File: src/logic/icache_consts.svh
/*
 two-way instruction cache constants
 address map field widths, geometry and way select codes
*/
`ifndef ICACHE_CONSTS_SVH
`define ICACHE_CONSTS_SVH

// address split: tag | index | word offset | byte
`define IC_TAG_W        20      // addr[31:12]
`define IC_INDEX_W      8       // addr[11:4]

// geometry
`define IC_SETS         256     // 2**IC_INDEX_W
`define IC_LINE_WORDS   4       // 16 byte line

// way select codes
// shared by victim choice, lru update and fill strobes
`define IC_WAY0         1'b0
`define IC_WAY1         1'b1

// invalid way 0 beats invalid way 1 beats lru
// the lru bit always names the way to replace next



`endif

File: src/logic/icache_lru.sv
/*
 instruction cache lru bits
 one bit per set naming the way to replace next
*/
`timescale 1ns/100ps
`include "icache_consts.svh"

module icache_lru (
    input  logic                   clk,
    input  logic                   rst_n,
    input  logic [`IC_INDEX_W-1:0] index,
    input  logic                   lru_upd,    // hit or fill this cycle
    input  logic                   lru_way,    // way just used
    output logic                   lru         // way to replace
);

    logic [`IC_SETS-1:0] lru_q;

    always_ff @(posedge clk) begin
        if (!rst_n) begin
            lru_q <= '0;                        // every set points at way 0
        end else if (lru_upd) begin
            lru_q[index] <= ~lru_way;           // other way is now older
        end
    end

    assign lru = lru_q[index];  // async, read with the tags

endmodule

File: config.mk
export PLATFORM = sky130hd
export DESIGN_NAME = icache_lru
export DESIGN_NICKNAME = d
export VERILOG_FILES = /design/src/logic/icache_lru.sv
export VERILOG_INCLUDE_DIRS = /design/src /design/src/logic
export SDC_FILE = /design/constraint.sdc
export NUM_CORES = 1
export LEC_CHECK = 0
export BUFFER_PORTS_ARGS = -buffer_cell sky130_fd_sc_hd__buf_4
export CAP_MARGIN = 20
export CORE_MARGIN = 2
export CORE_UTILIZATION = 30
export CTS_BUF_LIST = sky130_fd_sc_hd__clkbuf_2 sky130_fd_sc_hd__clkbuf_4 sky130_fd_sc_hd__clkbuf_8
export CTS_CLUSTER_SIZE = 8
export DETAILED_ROUTE_END_ITERATION = 7
export GPL_TIMING_DRIVEN = 0
export PLACE_DENSITY = 0.45
export SYNTH_ARGS = -nofsm -noshare
export SYNTH_HDL_FRONTEND = slang
export SYNTH_SLANG_ARGS = --single-unit
File: constraint.sdc
create_clock -name clk -period 6.7 [get_ports clk]
set_input_delay 1.005 -clock clk [delete_from_list [all_inputs] [get_ports clk]]
set_output_delay 1.005 -clock clk [all_outputs]
set_load 0.005 [all_outputs]
# Yosys cells after proc, flatten, opt, wreduce, memory -nomap -nowiden
# Index checks and enable logic that the tools add are counted.
[op_classes]
addsub = 0
mul = 0
div = 0
order_cmp = 2
eq_ne = 0
shift = 0
mux = 5
n_bitwise = 1
n_reduce_logical = 1
[ops]
columns = ["op", "n"]
rows = [
  ["$bwmux W256", 1],
  ["$lt A8 B9 Y1 const B", 1],
  ["$bmux W1 S8", 1],
  ["$demux W1 S8", 1],
  ["$ge A8 B1 Y1 const B", 1],
  ["$mux W1", 2],
  ["$logic_and A1 B1 Y1", 1],
  ["$not A1 Y1", 1],
]
[word_totals]
register_bits = 256
latch_bits = 0
mem_bits_rw = 0
romBits = 0
out_inout_bits = 1
elab_cells = 10
memories = 0

# Logic depth before layout (Yosys ltp)
[depth]
depth_word = 5
ltp_mapped = 10
depth_no_buf = 6

# Least setup slack after synthesis
# OpenSTA, ideal clock, no wires.
[synth_path]
path_kind = "input -> output"
start = "in index[1]"
end = "out lru"
t_arrival_ns = 2.870
setup_slack_ns = 2.825
cell_stages = 9
path_buffers = 3
cell_sequence = "buf_2 > buf_2 > buf_1 > mux4_2 > a22oi_1 > a21oi_1 > nor4_1 > nor2_1 > or3_1"
[synth_between]
elab_chain_len = 2
[synth_lines]
columns = ["item", "line_no", "rtl"]
rows = [
  ["start, declared", "icache_lru.sv:11", "input logic [`IC_INDEX_W-1:0] index,"],
  ["$bmux W1 S8", "icache_lru.sv:27", "assign lru = lru_q[index];"],
  ["$mux W1 (not written as such)", "icache_lru.sv:27", ""],
  ["end, declared", "icache_lru.sv:14", "output logic lru"],
]
# Every way passes these cells. The select of a mux whose other input is x is not followed.

# Final worst setup path
# Ends and elaborated chain as after synthesis.

==> results.json <==
{
  "status": "complete, no violations",
  "nets": 1244,
  "power.clock.fraction_pct": 48.4,
  "max_slew.worst_pin.slew_ns": 1.17,
  "layout_common_cells": "256 x dfxtp_1, 245 x a21oi_1, 226 x a311oi_1",
  "place.gp.congestion": 0.887,
  "netlist_area_um2": 11700,
  "clk_pin_slew_ns": 0.06,
  "ys_seq_elements": 256,
  "rsz0062_at_grt": "no",
  "ctsHoldBuffers": 0,
  "seq_area_frac_synth_pct": 43.8,
  "maxCapViolCount": 0,
  "grt_max_degree": 14,
  "drive_gt1_share_pct": 15.9,
  "clock-sinks": 256,
  "crit_path_end_kind": "output pin",
  "worstRegToRegCells": 2,
  "fp.coreArea_um2": 38600,
  "grt_pass1_vias": 10700,
  "p_comb_share_pct": 7.1,
  "wl_per_cell_um": 29.4,
  "layout_commonest_cell": "dfxtp_1",
  "grt_pass1_wl_um": 75200,
  "finalSetupViolCount": 0,
  "worstPathArrival_ns": 4.36,
  "syn_inst": 1172,
  "worst-setup-path-type": "in -> out",
  "slowest_delay_ns": 0.85,
  "p_sw_share_pct": 26.5,
  "period_share_pct": 80.1,
  "cts_resized": 0,
  "whs_ns": 0.484,
  "crit_chain": "buf_2 -> clkbuf_1 -> mux4_2 -> a22oi_1 -> a21oi_1 -> nor4_1 -> o22ai_1 -> or3_1 -> buf_4",
  "final_core_util_pct": 34.9,
  "ys_async_sr_fraction_pct": 0,
  "cts_tree": "built",
  "syn_avg_cell_area_um2": 9.98,
  "internal-power_mw": 2.52,
  "cp.buffers_inverters": 3,
  "p_sw_mw": 0.911,
  "met3_length_um": 4510,
  "highest_layer": "met5",
  "drc_errors": 0,
  "routed-wl-met2_um": 22900,
  "ctsLongestPathBuffers": 3,
  "via_per_inst": 6.28,
  "placementRows": 72,
  "grt_util_all_layers_pct": 25.2,
  "wl_um": 52400,
  "dieHeight_um": 201,
  "postLayoutSetupSlackWorst_ns": 1.33,
  "hpwl_um": 33000,
  "dr.pass1.iters": 5,
  "num_vias": 11200,
  "postCtsSetupRepairBufs": 0,
  "clockRootBuffer": "clkbuf_8",
  "die-area_um2": 40600,
  "fin_skew_ns": 0,
  "crit_slowest_cell": "clkbuf_1",
  "numCtsBuffers": 48,
  "power_density_nw_per_um2": 255,
  "clock_latency_ns": 0.58,
  "yosysWarnings": 0,
  "path_delay_family": "buffers and inverters",
  "slew_headroom_pct": 22.0,
  "cts_max_level": 2,
  "largest_register": "lru_q",
  "initial_core_util_pct": 30.3,
  "finalSetupTns_ns": 0,
  "diodes": 0,
  "cellLeakagePower_nw": 4.01,
  "rrSetupSlack_ns": 5.91,
  "fmax_mhz": 186,
  "period_minus_slack_ns": 5.37,
  "die_w_um": 201,
  "synth_edf_count": 0,
  "dp_slack_ns": 1.55,
  "antenna_found_initial": 1,
  "cp_max_fo": 10,
  "whs_path_depth": 2,
  "worstPathRequired_ns": 5.69,
  "post-place-cells": 1699,
  "largestRegisters": "lru_q x256",
  "grt.overflow.total": 0,
  "ant_nets": 0,
  "synth_nets": 1184,
  "drv_slew": 0,
  "largest_reg_flops": 256,
  "hold_violations": 0,
  "yosysUniqueCellTypes": 27,
  "synth_ff_type": "dfxtp_1",
  "ir_drop_uv": 160,
  "hp-class": "reg -> reg",
  "io_pins": 13,
  "stdcell_count": 1784,
  "initialDrtViolationCount": 1215,
  "area_growth_pct": 15.1,
  "port_buffers": 7,
  "p_seq_share_pct": 44.5,
  "cp.depth": 9,
  "wl_met1_um": 23100,
  "cp-start-kind": "primary input"
}
[metal layers]
layer  vias to the layer above  global-route usage (%)
li1                       4863                       -
met1                      5651                    35.8
met2                       583                    37.9
met3                       109                    4.92
met4                         2                    9.14
met5                         -                       0
[power by group through the flow]
stage / Combinational, mW / Clock, mW / Sequential (mW)
3_3_place_gp: 0.239 / 0 / 1.56
4_1_cts: 0.238 / 1.67 / 1.53
2_1_floorplan: 0.135 / 0 / 1.56
3_5_place_dp: 0.238 / 0 / 1.56
5_1_grt: 0.255 / 1.74 / 1.53
6_report: 0.245 / 1.66 / 1.53
[synth_stat cells (3+ instances only)]
master	n	share of area [%]
a21oi_1	245	10
a22oi_1	32	2.1
a311oi_1	226	17
a31oi_1	15	0.80
and2_1	3	0.16
and3_1	27	1.4
and4_1	15	1.1
buf_1	17	0.55
buf_2	34	1.5
buf_4	3	0.19
buf_6	4	0.39
clkbuf_1	129	4.1
dfxtp_1	256	44
mux4_2	64	12
nand2_1	18	0.58
nand2b_1	4	0.21
nor2_1	27	0.87
nor2b_1	4	0.21
nor3_1	20	0.86
nor4_1	4	0.21
o21ai_0	15	0.64
or3_1	4	0.21
[through the flow]
| stage | power, mW | cell area [µm²] |
|---|---|---|
| 4_1_cts | 3.44 | 13400 |
| 6_report | 3.43 | 13500 |
| 3_3_place_gp | 1.80 | 12400 |
| 3_5_place_dp | 1.80 | 12400 |
| 2_1_floorplan | 1.70 | 11700 |
| 5_1_grt | 3.52 | 13500 |
[final cells by class]
type | instances | area, µm²
multi-input combinational | 727 | 5780
sequential | 256 | 5120
tap | 518 | 648
buffer | 187 | 786
inverter | 2 | 7.51
timing repair buffer | 10 | 97.6
fill | 4080 | 25100
clock buffer | 81 | 971
clock inverter | 3 | 52.6
[cell families (layout without fill, tap and decap cells)]
group                  count (synthesis)  after routing  share of synthesized area, %
AND/OR/NAND/NOR                      129            129                          6.10
multiplexers                          64             64                          12.3
buffers and inverters                189            283                          6.78
AO/OA/AOI/OAI                        534            534                          31.0
flip-flops                           256            256                          43.8
[tightest hold or removal path: cells and delay by family (launching register included)]
family	cells	cell delay (ns)
compound gates	2	0.13
flops	1	0.31
[worst paths after layout]
check	start	end
hold reg to reg	lru_q[232]	lru_q[232]
hold / removal	lru_q[232]	lru_q[232]
setup / recovery	index[1]	lru
setup reg to reg	lru_q[82]	lru_q[82]
(Power assumes the default switching activity.)
