--- src/logic/icache_consts.svh ---
/*
 two-way instruction cache constants
 address map field widths, geometry and way select codes
*/
`ifndef ICACHE_CONSTS_SVH
`define ICACHE_CONSTS_SVH

// address split: tag | index | word offset | byte
`define IC_TAG_W        20      // addr[31:12]
`define IC_INDEX_W      8       // addr[11:4]

// geometry
`define IC_SETS         256     // 2**IC_INDEX_W
`define IC_LINE_WORDS   4       // 16 byte line

// way select codes
// shared by victim choice, lru update and fill strobes
`define IC_WAY0         1'b0
`define IC_WAY1         1'b1

// invalid way 0 beats invalid way 1 beats lru
// the lru bit always names the way to replace next



`endif

--- src/logic/icache_pkg.sv ---
/*
 instruction cache types
 vector typedefs for words, lines, address fields and the miss fsm states
*/
`include "icache_consts.svh"

package icache_pkg;

    typedef logic [31:0] word_t;                              // instruction or address
    typedef logic [`IC_LINE_WORDS*32-1:0] line_t;             // word 0 in low bits
    typedef logic [`IC_TAG_W-1:0] tag_t;                      // addr tag
    typedef logic [`IC_INDEX_W-1:0] index_t;                  // set index
    typedef logic [1:0] offset_t;                             // word in line

    // miss handling fsm
    typedef enum logic [2:0] {
        ic_idle,        // one cycle after reset
        ic_lookup,      // tag compare, hit returns word
        ic_wait_busy,   // next level busy, hold request
        ic_wait_fill,   // request sent, wait for line
        ic_fill         // write victim way
    } ic_state_t;

endpackage

--- src/logic/icache_ctrl.sv ---
/*
 instruction cache controller
 tag compare, word select, victim choice and the miss fsm toward next level
*/
`timescale 1ns/100ps
`include "icache_consts.svh"

module icache_ctrl import icache_pkg::*; (
    input  logic   clk,
    input  logic   rst_n,
    // fetch side
    input  word_t  fetch_addr,      // stable while miss_stall
    output word_t  fetch_data,
    output logic   data_rdy,        // hit this cycle
    output logic   miss_stall,
    // next level
    input  logic   l2_busy,
    output logic   l2_req,          // one cycle pulse
    output word_t  l2_addr,         // line address
    input  logic   l2_rdy,          // strobe with l2_line
    input  line_t  l2_line,
    // ways
    output index_t index,
    output tag_t   fill_tag,
    output line_t  fill_line,
    output logic   fill0,
    output logic   fill1,
    input  logic   valid0,
    input  logic   valid1,
    input  tag_t   tag0,
    input  tag_t   tag1,
    input  line_t  line0,
    input  line_t  line1,
    // lru array
    input  logic   lru,
    output logic   lru_upd,
    output logic   lru_way
);

    ic_state_t state, next_state;
    tag_t      addr_tag;
    offset_t   offset;
    logic      hit0, hit1, hit;
    line_t     hit_line;
    logic      victim;              // way to fill, combinational
    logic      victim_q;            // frozen at request
    line_t     line_q;              // captured fill data

    // address fields
    assign addr_tag = fetch_addr[31:32-`IC_TAG_W];
    assign index    = fetch_addr[`IC_INDEX_W+3:4];
    assign offset   = fetch_addr[3:2];

    // line address, fetch_addr held until the fill
    assign l2_addr  = {fetch_addr[31:4], 4'b0000};

    // tag compare
    assign hit0 = valid0 && (tag0 == addr_tag);
    assign hit1 = valid1 && (tag1 == addr_tag);
    assign hit  = hit0 || hit1;

    // word select from the hitting way
    assign hit_line = hit1 ? line1 : line0;

    always_comb begin
        fetch_data = hit_line[31:0];
        for (int w = 0; w < `IC_LINE_WORDS; w++) begin
            if (offset == w) begin
                fetch_data = hit_line[w*32 +: 32];
            end
        end
    end

    // victim: empty way 0, then empty way 1, then lru
    always_comb begin
        if (!valid0) begin
            victim = `IC_WAY0;
        end else if (!valid1) begin
            victim = `IC_WAY1;
        end else begin
            victim = lru;
        end
    end

    // fill port
    assign fill_tag  = addr_tag;
    assign fill_line = line_q;

    // miss fsm, outputs decoded from state
    always_comb begin
        next_state = state;
        data_rdy   = 1'b0;
        miss_stall = 1'b0;
        l2_req     = 1'b0;
        fill0      = 1'b0;
        fill1      = 1'b0;
        lru_upd    = 1'b0;
        lru_way    = `IC_WAY0;
        case (state)
            ic_idle: begin
                next_state = ic_lookup;     // arrays settle after reset
            end
            ic_lookup: begin
                if (hit) begin
                    data_rdy = 1'b1;        // zero latency
                    lru_upd  = 1'b1;
                    lru_way  = hit1 ? `IC_WAY1 : `IC_WAY0;
                end else begin
                    miss_stall = 1'b1;
                    if (!l2_busy) begin
                        l2_req     = 1'b1;
                        next_state = ic_wait_fill;
                    end else begin
                        next_state = ic_wait_busy;
                    end
                end
            end
            ic_wait_busy: begin
                miss_stall = 1'b1;
                if (!l2_busy) begin
                    l2_req     = 1'b1;
                    next_state = ic_wait_fill;
                end
            end
            ic_wait_fill: begin
                miss_stall = 1'b1;
                if (l2_rdy) begin
                    next_state = ic_fill;
                end
            end
            ic_fill: begin
                miss_stall = 1'b1;          // drops with data_rdy on retry
                fill0      = (victim_q == `IC_WAY0);
                fill1      = (victim_q == `IC_WAY1);
                lru_upd    = 1'b1;
                lru_way    = victim_q;
                next_state = ic_lookup;
            end
            default: begin
                next_state = ic_idle;
            end
        endcase
    end

    // state and victim
    always_ff @(posedge clk) begin
        if (!rst_n) begin
            state    <= ic_idle;
            victim_q <= `IC_WAY0;
        end else begin
            state <= next_state;
            if (l2_req) begin
                victim_q <= victim;         // fill target fixed from here
            end
        end
    end

    // line capture, held through ic_fill
    always_ff @(posedge clk) begin
        if (state == ic_wait_fill && l2_rdy) begin
            line_q <= l2_line;
        end
    end

endmodule

--- config.mk ---
export PLATFORM = sky130hd
export DESIGN_NAME = icache_ctrl
export DESIGN_NICKNAME = d
export VERILOG_FILES = /design/src/logic/icache_pkg.sv /design/src/logic/icache_ctrl.sv
export VERILOG_INCLUDE_DIRS = /design/src /design/src/logic
export SDC_FILE = /design/constraint.sdc
export NUM_CORES = 1
export LEC_CHECK = 0
export BUFFER_PORTS_ARGS = -buffer_cell sky130_fd_sc_hd__buf_4
export CORE_AREA = 10 10 260 262
export CTS_CLUSTER_SIZE = 16
export DETAILED_ROUTE_END_ITERATION = 8
export DIE_AREA = 0 0 270 272
export SETUP_SLACK_MARGIN = 0.1
export SYNTH_ARGS = -nofsm -noshare
export SYNTH_HDL_FRONTEND = slang
export SYNTH_SLANG_ARGS = --single-unit
export TNS_END_PERCENT = 5
--- constraint.sdc ---
create_clock -name clk -period 8.3 [get_ports clk]
set_input_delay 1.66 -clock clk [delete_from_list [all_inputs] [get_ports clk]]
set_output_delay 1.66 -clock clk [all_outputs]
set_load 0.005 [all_outputs]
# Word-level counts from Yosys, hierarchy flattened

Cells that the tools add are included.

Eq/ne operators: 12
Mux-type cells: 24
Bitwise gates (word level): 1
Reduce and logical (&&, ||, !) cells: 8

Operators by type and width:

| operator           | number |
|---|---|
| $mux 128           | 1 |
| $mux 32            | 3 |
| $eq 20x20->1       | 2 |
| $mux 1             | 12 |
| $pmux 3 s4         | 1 |
| $mux 3             | 3 |
| $pmux 1 s2         | 4 |
| $eq 3x2->1 const B | 2 |
| $ne 2x2->1 const B | 3 |
| $eq 2x2->1 const B | 2 |
| $eq 3x1->1 const B | 1 |
| $eq 3x3->1 const B | 1 |
| $logic_and 1x1->1  | 3 |
| $logic_not 3->1    | 1 |
| $reduce_and 3->1   | 1 |
| $reduce_or 3->1    | 1 |
| $eq 2x1->1 const B | 1 |
| $reduce_or 2->1    | 1 |
| $logic_or 1x1->1   | 1 |
| $not 1->1          | 1 |

Bits in registers: 132
Input port bits: 463
Output and inout bits: 227
Logic and storage cells: 48

# Depth between registers and ports, before layout

Word-level depth: 6
Gate-level depth with buffers: 8
Mapped depth without buffers: 6

# Worst setup path before layout

No wires, ideal clock.

Path type: input-to-reg
From: input port l2_rdy
To: register line_q[0], in the netlist fill_line[0] (enable)
Library setup time: 0.617 ns
Arrival time: 7.069 ns
Required time: 7.683 ns
Slack: 0.613 ns
Stages: 2
Path buffers: 0
Cell sequence: nand2_1 -> nor2_1

Word-level cells in the longest chain between the ends: 1

Ends and longest elaborated chain:

| item                   | RTL line           | RTL |
|---|---|---|
| start: declaration     | icache_ctrl.sv:20  | `input logic l2_rdy,` |
| $logic_and 1x1->1      | icache_ctrl.sv:160 | `if (state == ic_wait_fill && l2_rdy) begin` |
| end signal: assignment | icache_ctrl.sv:161 | `line_q <= l2_line;` |
| end: declaration       | icache_ctrl.sv:47  | `line_t line_q;` |

Every way passes these cells.
A chain may end at the register's enable or synchronous reset.

# Final worst setup path

From: input port fetch_addr[30]
To: output port fetch_data[2]

Word-level cells in the longest chain between the ends: 6

Ends and longest elaborated chain:

| item                 | RTL line          | RTL |
|---|---|---|
| start: declaration   | icache_ctrl.sv:12 | `input word_t fetch_addr,` |
| $eq 20x20->1 *       | icache_ctrl.sv:59 | `assign hit1 = valid1 && (tag1 == addr_tag);` |
| $logic_and 1x1->1 *  | icache_ctrl.sv:59 |  |
| $mux 128 *           | icache_ctrl.sv:63 | `assign hit_line = hit1 ? line1 : line0;` |
| $mux 32 (2 in a row) | icache_ctrl.sv:68 | `if (offset == w) begin` |
| $mux 32 *            | icache_ctrl.sv:68 |  |
| end: declaration     | icache_ctrl.sv:13 | `output word_t fetch_data,` |

Every way passes the cells marked *; elsewhere a longest branch is shown, timed or not.

==> flow_summary.json <==
{
  "clk_pin_slew_ps": 70,
  "synth_fa_ha_area_share_pct": 0,
  "drt_iter0_drc": 552,
  "critPathLaunch": "fetch_addr[30]",
  "min_period_over_period_pct": 80.2,
  "clock-sinks": 132,
  "syn-instance-count": 635,
  "maxCapViolations": 0,
  "worstSkewPairLatency_ps": 420,
  "synth_compound_area_share_pct": 15.3,
  "design.core.area_um2": 62500,
  "die_area_um2": 73400,
  "met3_length_um": 4610,
  "overflow": 0,
  "route.detailed.drc": 0,
  "routedWlPerCell_um": 23.3,
  "hold_class": "reg -> reg",
  "ir_drop_mv": 0.112,
  "synth_top_family_by_area": "compound AO/OA/AOI/OAI gates",
  "critPathArrivalTime_ps": 5000,
  "fin_setup_tns_ps": 0,
  "synth-edff-count": 128,
  "vias_per_cell": 3.77,
  "synthTopCellsByArea": "edfxtp_1, mux2i_1, o211ai_1, buf_4, mux2_2",
  "hold_viol": 0,
  "status": "complete, no violations",
  "max_freq_mhz": 150,
  "cts_setup_buffers": 0,
  "grt_pass1_wl_um": 65300,
  "ys_warn_count": 0,
  "sw_frac_of_total_pct": 26.3,
  "muxShareOfSynthArea_pct": 13.4,
  "synth_simple_gate_area_share_pct": 5.68,
  "synth_cell_types": 39,
  "async_flop_share_pct": 0,
  "rr_startpoint": "state[2]",
  "final_util_pct": 21.8,
  "via_count": 7865,
  "place.gp.congestion": 0.919,
  "cp.required_ps": 6640,
  "report.final.setup_viol": 0,
  "synth_top_area_share_pct": 50.7,
  "clock_path_buffers": 2,
  "p_sw_uw": 507,
  "end_kind": "primary output",
  "p_int_mw": 1.42,
  "ioPinCount": 690,
  "worstHoldStart": "state[2]",
  "ant_nets": 0,
  "die_w_um": 270,
  "cts-root-buf": "clkbuf_16",
  "wl_met2_um": 24300,
  "seq_area_frac_synth_pct": 51.8,
  "nFillCells": 6788,
  "grt_max_degree": 79,
  "finClkSkew_ps": 14.3,
  "slew_headroom_pct": 27.7,
  "layout_commonest_cell": "buf_4",
  "tightest_slew_ps": 1080,
  "tritoncts": "yes",
  "p_comb_share_pct": 20.8,
  "p_per_area_nw_per_um2": 141,
  "fin_nets": 1685,
  "final_cells": 2085,
  "avgSynthCellArea_um2": 11.9,
  "fin_crit_ps": 6660,
  "top_layer_used": "met5",
  "yosysTopAreaCell": "edfxtp_1",
  "crit_type": "in -> out",
  "areaGrowthSynthToFinish_pct": 80.2,
  "placed_cells": 2049,
  "antenna_found_initial": 13,
  "synth-main-ff-cell": "edfxtp_1",
  "dp_hpwl_um": 41700,
  "grt_pass1_vias": 8515,
  "final_cell_mix": "buf_4, edfxtp_1, mux2i_1, o211ai_1, nand2_1",
  "start_util_pct": 12.1,
  "p_leak_nw": 5.62,
  "cts.repair.resized": 0,
  "cts-hold-fix-buffers": 0,
  "crit_fanout": 34,
  "rsz0062_at_grt": "false",
  "die_h_um": 272,
  "drt-met1-wl_um": 18100,
  "pwr-share-clk_pct": 40.0,
  "ys_ff_latch": 132,
  "drt_wl_total_um": 48500,
  "cts_buffers": 17,
  "cp-start-kind": "input pin",
  "drive_gt1_share_pct": 60.4,
  "ff_latch_area_um2": 3920,
  "slew_viol_final": 0,
  "cts_max_level": 4,
  "gr-usage-all-layers_pct": 12.3,
  "pwr-share-seq_pct": 39.3,
  "portBuffers": 659,
  "multiInputGateArea_um2": 2990,
  "firstDrtPassIters": 5,
  "synthXorXnorAreaFrac_pct": 4.62,
  "netlist_area_um2": 7580,
  "num_rows": 92
}
==> state kept, by name (all words and copies together) (netlist names) <==
signal / flops
state: 3
victim_q: 1
fill_line: 128
==> path summary, 6_finish.rpt <==
| check | end | depth (start not counted) | slack [ps] |
|---|---|---|---|
| worst min register to register | state[1] | 1 | 610 |
| worst min-delay path | state[1] | 1 | 610 |
| worst max-delay path | fetch_data[2] | 8 | 1640 |
| worst max register to register | fill_line[85] | 4 | 5600 |
==> cells by family (layout without fill, tap and decap cells) <==
kind of cell / Yosys count / count (layout)
other: 1 / 8
flip-flops: 132 / 132
AO/OA/AOI/OAI: 170 / 170
buffers and inverters: 111 / 708
XOR/XNOR: 40 / 40
AND/OR/NAND/NOR: 84 / 84
multiplexers: 97 / 97
==> cell type report <==
class | count | share of cell area, %
sequential | 132 | 28.7
clock inverter | 15 | 1.36
antenna | 4 | 0.0733
multi-input combinational | 395 | 21.9
clock buffer | 17 | 3.11
tap | 846 | 7.75
timing repair buffer | 674 | 37.1
inverter | 2 | 0.0550
==> cell usage after synthesis (2+ instances only) <==
library cell,number
xor2_1,11
nand2_1,38
nand3_1,5
or4_1,2
edfxtp_1,128
nor4_1,5
clkbuf_1,41
nor2b_1,3
a41oi_1,32
o211ai_1,64
buf_4,61
dfxtp_1,4
a22oi_1,2
nor2_1,7
inv_1,2
nand2b_1,4
mux2i_1,64
a21oi_1,35
and2_1,2
mux2_2,33
and3_1,3
nor3_1,2
buf_2,4
o21ai_0,32
nand4_1,7
buf_12,3
xnor2_1,29
==> critical path, cell delays in order <==
cell	delay (ps)
buf_4	150
xor2_1	190
nor4b_1	360
nand3_2	780
nor2_8	950
mux2i_1	180
o211ai_1	450
buf_4	200
==> power by group through the flow <==
stage | logic [mW] | clock network, mW | registers, mW
2_1_floorplan | 0.135 | 0 | 0.775
3_3_place_gp | 0.401 | 0 | 0.772
3_5_place_dp | 0.404 | 0 | 0.772
4_1_cts | 0.406 | 0.803 | 0.758
5_1_grt | 0.431 | 0.832 | 0.759
6_report | 0.401 | 0.771 | 0.758
==> metal layers <==
metal / track usage (%) / vias up
met5: 0 / -
met2: 21.9 / 513
met3: 4.89 / 66
met1: 13.0 / 3698
met4: 4.57 / 8
li1: - / 3580
==> through the flow <==
stage | total power, mW | hold slack, ps | cell area, µm² | worst slack [ps]
5_1_grt | 2.02 | 631 | 13700 | 1470
6_report | 1.93 | 615 | 13700 | 1640
4_1_cts | 1.97 | 607 | 13600 | 1570
2_1_floorplan | 0.910 | 513 | 7590 | 613
3_5_place_dp | 1.18 | 590 | 13000 | 1580
3_3_place_gp | 1.17 | 575 | 13000 | 1600
Note: power is estimated with default switching activity, not from simulation.
